## src/source/scan_pkg.sv

```systemverilog
package scan_pkg;

    // pixel widths
    localparam int game_rgb_w = 12;         // 4 bits per channel from the game
    localparam int vga_ch_w   = 5;          // one VGA colour channel

    // VGA horizontal timing in clk_vga cycles
    localparam logic [6:0] h_sync_len  = 7'd96;  // free-running sync pulse
    localparam logic [6:0] h_front_len = 7'd16;  // after sync, before border
    localparam logic [6:0] h_left_len  = 7'd64;  // blank left border
    localparam logic [6:0] h_back_len  = 7'd48;  // after the active pixels

    // horizontal line phases
    typedef enum logic [1:0] {
        h_sync  = 2'd0,
        h_front = 2'd1,
        h_line  = 2'd2,
        h_back  = 2'd3
    } h_state_t;

endpackage

```

## src/source/line_mixer.sv

```systemverilog
module line_mixer import scan_pkg::*; (
    input  logic                  clk_vga,
    input  logic                  rst,
    input  logic                  en_mixing,
    input  logic                  scanline,
    input  logic                  rd_sel,
    input  logic                  de_early,
    input  logic                  hsync_early,
    input  logic [game_rgb_w-1:0] rd_data0,
    input  logic [game_rgb_w-1:0] rd_data1,
    output logic [vga_ch_w-1:0]   vga_red,
    output logic [vga_ch_w-1:0]   vga_green,
    output logic [vga_ch_w-1:0]   vga_blue,
    output logic                  vga_hsync,
    output logic                  vga_de
);

    logic                  de_d;        // aligned with rd_data
    logic                  hsync_d;
    logic [3*vga_ch_w-1:0] wide0;
    logic [3*vga_ch_w-1:0] wide1;
    logic [3*vga_ch_w-1:0] mix;
    logic [3*vga_ch_w-1:0] pix;

    // 4 to 5 bits, top bit repeated into the lsb
    function automatic logic [3*vga_ch_w-1:0] widen(input logic [game_rgb_w-1:0] rgb);
        return {rgb[11:8], rgb[11], rgb[7:4], rgb[7], rgb[3:0], rgb[3]};
    endfunction

    function automatic logic [vga_ch_w-1:0] avg(input logic [vga_ch_w-1:0] a,
                                                 input logic [vga_ch_w-1:0] b);
        logic [vga_ch_w:0] sum;
        sum = {1'b0, a} + {1'b0, b};
        return sum[vga_ch_w:1];     // rounded down
    endfunction

    assign wide0 = widen(rd_data0);
    assign wide1 = widen(rd_data1);

    always_comb begin
        for (int i = 0; i < 3; i++) begin
            mix[i*vga_ch_w +: vga_ch_w] = avg(wide0[i*vga_ch_w +: vga_ch_w],
                                              wide1[i*vga_ch_w +: vga_ch_w]);
        end
    end

    assign pix = (scanline && en_mixing) ? mix : (rd_sel ? wide1 : wide0);

    always_ff @(posedge clk_vga) begin
        if (rst) begin
            de_d      <= 1'b0;
            vga_de    <= 1'b0;
            hsync_d   <= 1'b1;
            vga_hsync <= 1'b1;
        end else begin
            de_d      <= de_early;
            vga_de    <= de_d;
            hsync_d   <= hsync_early;
            vga_hsync <= hsync_d;
        end
    end

    always_ff @(posedge clk_vga) begin
        {vga_red, vga_green, vga_blue} <= de_d ? pix : '0;   // black outside de
    end

endmodule

```

## config.mk

```make
export PLATFORM = sky130hd
export DESIGN_NAME = line_mixer
export DESIGN_NICKNAME = d
export VERILOG_FILES = /design/src/source/scan_pkg.sv /design/src/source/line_mixer.sv
export SDC_FILE = /design/constraint.sdc
export NUM_CORES = 1
export LEC_CHECK = 0
export BUFFER_PORTS_ARGS = -buffer_cell sky130_fd_sc_hd__buf_2
export CAP_MARGIN = 30
export CORE_MARGIN = 5
export CORE_UTILIZATION = 45
export CTS_CLUSTER_DIAMETER = 50
export DETAILED_ROUTE_END_ITERATION = 10
export PLACE_DENSITY = 0.74
export SYNTH_ARGS = -nofsm -noshare
export SYNTH_HDL_FRONTEND = slang
export SYNTH_SLANG_ARGS = --single-unit
```

## constraint.sdc

```tcl
create_clock -name clk_vga -period 3.05 [get_ports clk_vga]
set_input_delay 0.4575 -clock clk_vga [delete_from_list [all_inputs] [get_ports clk_vga]]
set_output_delay 0.4575 -clock clk_vga [all_outputs]
set_load 0.01 [all_outputs]
```

[Word level (Yosys, flattened, before mapping)]
Cells that the tools add are included.
Word-level totals
  register bits after elaboration: 19
  input bits: 31
  output and inout port bits: 17
  word-level logic and storage cells: 13
Cells by class
  $add $sub $neg: 3
  multiplexer cells: 2
  reductions and logical operators: 1
Operators with widths (number)
  $mux W15: 2
  $add A5 B5 Y6: 3
  $logic_and A1 B1 Y1: 1

[Logic depth before layout (Yosys ltp)]
Gate-level depths: netlist (run 1).
  depth after elaboration: 2
  gate-level depth with buffers: 6

[Least setup slack after synthesis (run 1)]
No wires, ideal clock.
  path kind: input to register
  from: in rd_data0[3]
  to: reg vga_blue[3]
  library setup time: 0.103 ns
  arrival time: 1.581 ns
  path slack: 1.366 ns
  stages: 6
  cell sequence: ha_1 inv_1 fa_1 nor2b_1 o21ai_0 a2111oi_2
Between the ends
  cells in the longest elaborated chain, start to end: 2
RTL lines
  start, declared: RTL line line_mixer.sv:9  | input logic [game_rgb_w-1:0] rd_data0,
  $add A5 B5 Y6: RTL line line_mixer.sv:33  | sum = {1'b0, a} + {1'b0, b};
  $mux W15: RTL line line_mixer.sv:47  | assign pix = (scanline && en_mixing) ? mix : (rd_sel ? wide1 : wide0);
  end signal, assigned: RTL line line_mixer.sv:64  | {vga_red, vga_green, vga_blue} <= de_d ? pix : '0;
  end, declared: RTL line line_mixer.sv:13  | output logic [vga_ch_w-1:0] vga_blue,
No other way between the ends.
A chain may end at the register's enable or synchronous reset.

[Worst setup path after layout (run 1)]
  from: in rd_data1[7]
  to: reg vga_green[3]
Between the ends
  cells in the longest elaborated chain, start to end: 2
RTL lines
  start, declared: RTL line line_mixer.sv:10  | input logic [game_rgb_w-1:0] rd_data1,
  $add A5 B5 Y6: RTL line line_mixer.sv:33
  $mux W15: RTL line line_mixer.sv:47
  end signal, assigned: RTL line line_mixer.sv:64
  end, declared: RTL line line_mixer.sv:12  | output logic [vga_ch_w-1:0] vga_green,
No other way between the ends.

==> flow_summary.yaml, run 1 <==
outcome:
  status: "finished clean"
yosys:
  muxShareOfSynthArea_pct: 5.98
  ys_warn_count: 0
  seq_area_frac_synth_pct: 29.3
  synth_top_family_by_area: "compound AO/OA/AOI/OAI gates"
  synth_xor_area_share_pct: 1.35
  syn-cell-area_sq_um: 1300
  synthCells: 142
  syn-num-nets: 188
  synth_compound_area_share_pct: 21.0
  yosys.cell_types.count: 33
  synthAdderAreaFrac_pct: 16.2
  postSynthAreaPerCell_sq_um: 9.14
  synthSimpleGateAreaFrac_pct: 20.4
  ys_ff_latch: 19
worst_setup_path:
  r2r_slack_ns: 1.89
  cp_data_arrival_time_ns: 1.77
  worst_setup_path_end_kind: "flip-flop"
  startpoint_type: "input port"
  critPathKind: "in2reg"
  reg2reg_depth: 2
  worst-path-max-fanout: 2
  critPathRequiredTime_ns: 3.28
  regToRegEndpoint: "vga_red[2]$_SDFF_PN0_"
  regToRegStartpoint: "de_d$_SDFF_PP0_"
timing:
  skew_ns: 0.00667
  hold_viol: 0
  tns_ns: 0
  fin_ws_ns: 1.50
  worst_pin_slew_ns: 0.384
  finalCritPeriodShare_pct: 50.8
  hold_slack_ns: 0.308
  layout_min_cycle_time_ns: 1.55
  rsz0062_at_grt: "false"
  slew-limit-headroom_pct: 74.4
  drv_slew: 0
  setup_viol: 0
  maxClockFrequency_ghz: 0.646
min_path:
  hp-start: "hsync_early"
  hold_depth: 2
  hold_end: "hsync_d$_SDFF_PP1_"
  hold_path_class: "in2reg"
routing:
  wirelength_mm: 3.22
  drcViolationCount: 0
  drtIter0Drc: 27
  wl_per_cell_microns: 14.6
  via_per_inst: 5.57
  num_vias: 1225
  drtAntennaViolNets: 0
  drt_pass1_iterations: 4
clocking:
  post-cts-setup-buffer-count: 0
  cts_root_buffer: "clkbuf_4"
  clkLatencyLatePin_ns: 0.32
  clock-sinks: 19
  cts_tree: "done"
  clk_pin_slew_ns: 0.12
  numCtsBuffers: 3
  clock_path_buffers: 2
  htree_levels: 1
  cts_repair_resize_count: 0
  holdBufCountCts: 0
global_route:
  grt_use_met3_pct: 3.73
  grt_pass1_vias: 1299
  antenna_found_initial: 0
  met1_usage_pct: 18.2
  grt_overflow: 0
  globalRouteMet2Util_pct: 29.6
  grt_busiest_layer: "met2"
  grt_max_degree: 21
  gr-usage-all-layers_pct: 16.8
  grt_pass1_wl_mm: 5.46
final_layout:
  layout-drive-gt1-share_pct: 30.7
  antenna_cells: 0
  post-route-util_pct: 56.8
  syn_to_final_growth_pct: 20.6
  nets: 236
floorplanning:
  fp-row-count: 19
  die_area_sq_um: 4060
  start_util_pct: 47.1
  ios: 48
  chipWidth_microns: 63.7
  coreArea_sq_um: 2760
  die_y_microns: 63.7
pwr:
  leakage_nw: 0.750
  power.density_nw_per_um2: 366
  vdd_drop_max_uv: 221
  finalPower_w: 0.000572
placement:
  gp_congestion: 0.926
  numPortBuffers: 47
  place_ws_ns: 1.16
  dp_hpwl_mm: 2.52
flow_run:
  drv_cap: 0
synthesized netlist by cell type:
| cell type | n | area, sq um |
|---|---|---|
| ha_1 | 12 | 150 |
| a31oi_1 | 3 | 18.8 |
| nor2_1 | 4 | 15.0 |
| nor3_1 | 1 | 5.00 |
| a211oi_2 | 2 | 25.0 |
| inv_1 | 11 | 41.3 |
| mux2i_1 | 1 | 10.0 |
| o21ai_0 | 3 | 15.0 |
| and2_4 | 1 | 8.76 |
| a2111oi_2 | 2 | 30.0 |
| buf_2 | 2 | 10.0 |
| a311oi_1 | 1 | 8.76 |
| o21ai_1 | 4 | 20.0 |
| and4b_1 | 3 | 30.0 |
| a21o_1 | 3 | 22.5 |
| and3_1 | 1 | 6.26 |
| nand2_1 | 8 | 30.0 |
| xnor2_1 | 2 | 17.5 |
| nand3_1 | 6 | 30.0 |
| nor4_1 | 2 | 12.5 |
| a21oi_1 | 14 | 70.1 |
| or2_2 | 2 | 12.5 |
| a211oi_1 | 3 | 22.5 |
| or2_1 | 5 | 31.3 |
| o311a_1 | 1 | 10.0 |
| fa_1 | 3 | 60.1 |
| nor2b_1 | 11 | 68.8 |
| o21a_1 | 1 | 7.51 |
| o2111a_1 | 2 | 22.5 |
| dfxtp_1 | 19 | 380 |
| nor4b_2 | 1 | 15.0 |
| mux2_1 | 6 | 67.6 |
| buf_6 | 2 | 22.5 |
worst max-delay path: stages:
cell	delay [ns]
buf_2	0.10
ha_1	0.17
inv_1	0.07
fa_1	0.41
nor2b_1	0.16
o21ai_0	0.13
a2111oi_2	0.29
final cells by class:
cell class              instances  area, sq um
well taps                      31         38.8
fillers                       260         1190
clock buffers                   4         26.3
flip-flops and latches         19          380
repair buffers                 47          235
multi-input cells             108          843
inverters                      11         41.3
where the power goes:
part           switching [W]  internal [W]
registers         0.00000478      0.000262
logic              0.0000899     0.0000758
clock network      0.0000889     0.0000513
total               0.000184      0.000389
flip-flops by register name, indices dropped and copies added, names as in the netlist:
signal / count
de_d: 1
hsync_d: 1
vga_blue: 5
vga_de: 1
vga_green: 5
vga_hsync: 1
vga_red: 5
cells in the final DEF, fill, tap and decap left out, types with 4 or more instances in the layout:
| cell | count |
|---|---|
| dfxtp_1 | 19 |
| o21ai_1 | 4 |
| or2_1 | 5 |
| mux2_1 | 6 |
| nor2b_1 | 11 |
| inv_1 | 11 |
| nand3_1 | 6 |
| nor2_1 | 4 |
| buf_2 | 47 |
| nand2_1 | 8 |
| ha_1 | 12 |
| a21oi_1 | 14 |
metrics by stage:
step / cell area (sq um) / instances
after floorplan: 1300 / 142
after global placement: 1540 / 216
after detailed placement: 1540 / 216
after CTS: 1570 / 220
after global routing: 1570 / 220
final: 1570 / 220
cell families after synthesis:
logic type | count (synthesis)
muxes | 7
and+or+nand+nor | 45
buffers and inverters | 15
AOI/OAI and AO/OA | 39
adders and majority gates | 15
xor gates and xnor gates | 2
DFF | 19
worst max-delay path by stage:
stage,to,start,slack [ns],depth (start not counted)
floorplan,vga_blue[3]$_SDFF_PN0_,rd_data0[3],1.37,6
global placement,vga_blue[3]$_SDFF_PN0_,rd_data0[3],1.23,7
detailed placement,vga_blue[3]$_SDFF_PN0_,rd_data0[3],1.16,7
CTS,vga_blue[3]$_SDFF_PN0_,rd_data0[3],1.50,7
global route,vga_blue[3]$_SDFF_PN0_,rd_data0[3],1.36,7
finish,vga_green[3]$_SDFF_PN0_,rd_data1[7],1.50,7
metal layers:
layer / vias to the layer above / share of wire (%)
met5: - / 0
met4: 0 / 2.6
met3: 8 / 5.1
met2: 33 / 51
met1: 575 / 41
li1: 609 / -
Power figures use the tool's default switching activity.
==> inputs of run 2 (changes only) <==
- CORE_UTILIZATION: 45 -> 44
- PLACE_DENSITY: 0.74 -> 0.75
- clock period: 3.05 -> 1.39 ns (I/O delays scaled with it)
==> run 2 against run 1 <==
Effect of this change: first-iteration DRC count up 67%; largest cell class unchanged; design area grew 10%; global-route usage fell by 0.76 points; critical path type unchanged.
==> flow_summary.yaml, run 2 (synthesis results as in run 1) <==
outcome:
  status: "finished clean"
timing:
  fin_ws_ns: 0.0952
  maxClockFrequency_ghz: 0.772
  drv_slew: 0
  hold_viol: 0
  finalCritPeriodShare_pct: 93.2
  layout_min_cycle_time_ns: 1.29
  hold_slack_ns: 0.0792
  setup_viol: 0
  slew-limit-headroom_pct: 73.1
  skew_ns: 0.00603
  worst_pin_slew_ns: 0.403
  rsz0062_at_grt: "true"
global_route:
  gr-usage-all-layers_pct: 16.1
  grt_max_degree: 21
  antenna_found_initial: 0
  grt_pass1_wl_mm: 5.54
  grt_overflow: 0
  grt_pass1_vias: 1359
final_layout:
  antenna_cells: 0
  post-route-util_pct: 62.0
  n_fill_cell: 249
  multi_input_area_sq_um: 875
  seq_area_sq_um: 380
  finalNonFillerCells: 237
  layout_commonest_cell: "buf_2"
  syn_to_final_growth_pct: 33.0
  layout-drive-gt1-share_pct: 39.3
  nets: 253
  final_cell_mix: "buf_2, dfxtp_1, buf_4, a21oi_1, ha_1"
clocking:
  cts_tree: "done"
  cts_root_buffer: "clkbuf_4"
  htree_levels: 1
  clock_path_buffers: 2
  clkLatencyLatePin_ns: 0.30
  clk_pin_slew_ns: 0.13
  clock-sinks: 19
  numCtsBuffers: 3
placement:
  dp_hpwl_mm: 2.65
  numPortBuffers: 47
  place_inst: 232
  place_ws_ns: -0.258
  gp_congestion: 0.879
routing:
  drtIter0Drc: 45
  drtAntennaViolNets: 0
  drcViolationCount: 0
  wl_per_cell_microns: 14.1
  wirelength_mm: 3.35
  num_vias: 1279
  via_per_inst: 5.40
  drt_pass1_iterations: 4
worst_setup_path:
  cp_data_arrival_time_ns: 1.50
  critPathKind: "in2reg"
  r2r_slack_ns: 0.45
  critPathRequiredTime_ns: 1.59
  worst-path-max-fanout: 3
  startpoint_type: "input port"
  worst_setup_path_end_kind: "flip-flop"
floorplanning:
  die_y_microns: 64.3
  coreArea_sq_um: 2780
  ios: 48
  start_util_pct: 46.6
  fp-row-count: 19
  die_area_sq_um: 4140
  chipWidth_microns: 64.3
flow_run:
  drv_cap: 0
pwr:
  vdd_drop_max_uv: 586
  power.density_nw_per_um2: 760
  leakage_nw: 0.842
min_path:
  hold_path_class: "in2reg"
==> run 2: cell types whose count changed in the layout (fill, tap and decap cells not counted), moves of 2 or more <==
cell / previous run / this run
buf_4: 0 / 17
fa_1: 3 / 1
fa_2: 0 / 2
nor2b_1: 11 / 9
o21ai_0: 3 / 1
==> run 2: worst paths after layout <==
kind                       from                      to  cells after the start
max                 rd_data0[3]  vga_blue[3]$_SDFF_PN0_                      7
min                 hsync_early      hsync_d$_SDFF_PP1_                      2
max reg2reg     de_d$_SDFF_PP0_   vga_red[2]$_SDFF_PN0_                      2
min reg2reg  hsync_d$_SDFF_PP1_    vga_hsync$_SDFF_PP1_                      1
==> run 2: per-layer routing <==
layer | vias to the layer above | global-route usage, % | routed length (microns)
li1 | 645 | - | -
met2 | 43 | 29.7 | 1660
met5 | - | 0 | 0
met3 | 2 | 4.03 | 229
met1 | 589 | 18.1 | 1450
met4 | 0 | 3.82 | 12
==> run 2: timing repair <==
action                     in CTS  in global routing
setup endpoints to repair       0                  2
hold buffers                    0                  0
setup buffers                   0                  1
hold endpoints to repair        0                  0
resized for setup               0                  5
==> run 2: layout make-up <==
type | count | share of cell area [%]
clock buffer | 3 | 1.31
clock inverter | 1 | 0.290
inverter | 11 | 2.39
multi-input combinational | 108 | 50.7
sequential | 19 | 22.0
tap | 31 | 2.25
timing repair buffer | 64 | 21.0
==> run 2: critical path, cell delays in order <==
cell and delay [ns]:
buf_2 0.09, ha_1 0.16, inv_1 0.07, fa_2 0.37, nor2b_4 0.14, o21ai_1 0.09
a2111oi_2 0.38
==> run 2: per-stage QoR <==
step                area [sq um]  power [W]  setup TNS (ns)
floorplan                   1300   0.000838               0
global placement            1660   0.000991          -0.453
detailed placement          1660    0.00101          -0.808
CTS                         1690    0.00130               0
global route                1730    0.00139         -0.0101
finish                      1730    0.00131               0
==> run 2: where the power goes <==
part           total [W]  leakage (nW)  switching [W]  internal [W]
combinational   0.000432         0.667       0.000220      0.000212
clock           0.000299        0.0177       0.000191      0.000107
sequential      0.000581         0.156     0.00000676      0.000574
total            0.00131         0.842       0.000418      0.000893
==> inputs of run 3 (changes only) <==
- CORE_MARGIN: 5 -> 2
- HOLD_SLACK_MARGIN: not set -> 0.15
==> run 3 against run 2 <==
Effect of this change: first-iteration DRC count down 42%; flip-flop and latch count unchanged; utilization is 0.18 points lower; clock skew about the same; hold slack better by 0.19 ns; largest cell class unchanged; highest routed layer unchanged.
==> flow_summary.yaml, run 3 (synthesis results as in run 1) <==
clocking:
  cts_root_buffer: "clkbuf_4"
  htree_levels: 1
  cts_tree: "done"
  cts_repair_resize_count: 0
  clock_path_buffers: 2
  clk_pin_slew_ns: 0.11
  clkLatencyLatePin_ns: 0.31
  numCtsBuffers: 3
  clock-sinks: 19
routing:
  num_vias: 1293
  drtIter0Drc: 26
  wirelength_mm: 3.07
  wl_per_cell_microns: 12.8
  via_per_inst: 5.41
  drtAntennaViolNets: 0
  drt_pass1_iterations: 4
  drcViolationCount: 0
placement:
  placed_area_sq_um: 1660
  gp_congestion: 0.863
  place_inst: 232
  dp_hpwl_mm: 2.48
  numPortBuffers: 47
pwr:
  clock_power_share_pct: 23.1
  swShare_pct: 31.2
  p_comb_share_pct: 32.1
  p_switching_w: 0.000404
  finalPower_w: 0.00130
  p_seq_share_pct: 44.8
  vdd_drop_max_uv: 661
  leakage_nw: 0.840
  internal_power_w: 0.000894
  power.density_nw_per_um2: 755
final_layout:
  n_fill_cell: 252
  seq_area_sq_um: 380
  finalInstanceArea_sq_um: 1720
  antenna_cells: 0
  syn_to_final_growth_pct: 32.6
  nets: 255
  finalNonFillerCells: 239
  multi_input_area_sq_um: 848
  layout_commonest_cell: "buf_2"
  final_cell_mix: "buf_2, dfxtp_1, buf_4, a21oi_1, ha_1"
  layout-drive-gt1-share_pct: 36.5
  post-route-util_pct: 61.9
min_path:
  hold_depth: 3
  hold_path_class: "in2reg"
  hold_end: "vga_green[2]$_SDFF_PN0_"
  hp-start: "rd_data1[5]"
timing:
  hold_viol: 0
  slew-limit-headroom_pct: 74.1
  worst_pin_slew_ns: 0.388
  drv_slew: 0
  setup_viol: 0
  rsz0062_at_grt: "false"
  maxClockFrequency_ghz: 0.798
  layout_min_cycle_time_ns: 1.25
  hold_slack_ns: 0.269
  finalCritPeriodShare_pct: 90.2
  skew_ns: 0.00583
worst_setup_path:
  regToRegEndpoint: "vga_red[3]$_SDFF_PN0_"
  worst_setup_path_end_kind: "flip-flop"
  regToRegStartpoint: "de_d$_SDFF_PP0_"
  r2r_slack_ns: 0.47
  reg2reg_depth: 3
  crit_slowest_cell: "fa_1"
  critPathKind: "in2reg"
  cpPeakStageDelay_ns: 0.39
  worst-path-max-fanout: 3
  path_cells: "buf_2 > ha_1 > inv_1 > fa_1 > nor2b_2 > o21ai_1 > a2111oi_2"
  critPathRequiredTime_ns: 1.61
  startpoint_type: "input port"
  cp_data_arrival_time_ns: 1.47
floorplanning:
  ios: 48
  chipWidth_microns: 58.3
  fp-row-count: 19
  die_area_sq_um: 3400
  coreArea_sq_um: 2780
  die_y_microns: 58.3
  start_util_pct: 46.6
global_route:
  antenna_found_initial: 0
  gr-usage-all-layers_pct: 20.2
  grt_overflow: 0
  grt_max_degree: 21
  grt_pass1_vias: 1318
  grt_pass1_wl_mm: 5.30
flow_run:
  drv_cap: 0
outcome:
  status: "finished clean"
[run 3: cell types whose count changed in the layout (fill, tap and decap cells not counted)]
cell           previous run  this run
dlygate4sd3_1             0         3
a2111oi_2                 1         2
a2111oi_4                 1         0
buf_4                    17        16
clkbuf_1                  0         1
clkinv_2                  1         0
fa_1                      1         2
fa_2                      2         1
nor2b_1                   9        10
nor2b_4                   1         0
o21ai_1                   5         6
o21ai_2                   1         0
[run 3: metal layers]
| layer | global-route usage (%) | vias up | part of all wire (%) |
|---|---|---|---|
| met2 | 37.2 | 39 | 50 |
| met5 | 0 | - | 0 |
| met4 | 9.97 | 0 | 2.0 |
| met3 | 4.18 | 7 | 5.7 |
| li1 | - | 644 | - |
| met1 | 21.5 | 603 | 42 |
[run 3: cell type report]
| cell class | count | area share (%) |
|---|---|---|
| Timing Repair Buffer | 66 | 22.4 |
| Multi-Input combinational cell | 108 | 49.3 |
| Sequential cell | 19 | 22.1 |
| Tap cell | 31 | 2.25 |
| Inverter | 11 | 2.40 |
| Clock buffer | 4 | 1.53 |
[run 3: worst max path at each step]
stage,from,end
3_5_place_dp,rd_data0[3],vga_blue[3]$_SDFF_PN0_
3_3_place_gp,rd_data0[7],vga_green[3]$_SDFF_PN0_
4_1_cts,rd_data0[3],vga_blue[3]$_SDFF_PN0_
6_report,rd_data0[3],vga_blue[3]$_SDFF_PN0_
2_1_floorplan,rd_data0[3],vga_blue[3]$_SDFF_PN0_
5_1_grt,rd_data1[11],vga_red[3]$_SDFF_PN0_
[run 3: power groups by stage]
stage,Combinational (W),Sequential [W],Clock (W)
6_report,0.000416,0.000581,0.000300
3_3_place_gp,0.000396,0.000593,0
2_1_floorplan,0.000228,0.000610,0
5_1_grt,0.000469,0.000585,0.000325
3_5_place_dp,0.000409,0.000594,0
4_1_cts,0.000419,0.000582,0.000307
[run 3: repair_timing]
| action | CTS | global route |
|---|---|---|
| setup buffers | 0 | 0 |
| hold buffers | 3 | 0 |
| endpoints found under the hold margin | 4 | 0 |
[run 3: worst max-delay path: cells and delay by family]
kind / cells / cell delay (ns)
buffers and inverters: 2 / 0.15
adder cells (fa/ha/maj): 2 / 0.55
AND/OR/NAND/NOR: 1 / 0.17
AO/OA/AOI/OAI: 2 / 0.39
[run 3: stage by stage]
step	setup TNS, ns	worst slack (ns)
after global routing	0	0.0249
after detailed placement	-0.701	-0.185
after CTS	0	0.142
final	0	0.136
after floorplan	0	0.00682
after global placement	-0.442	-0.132
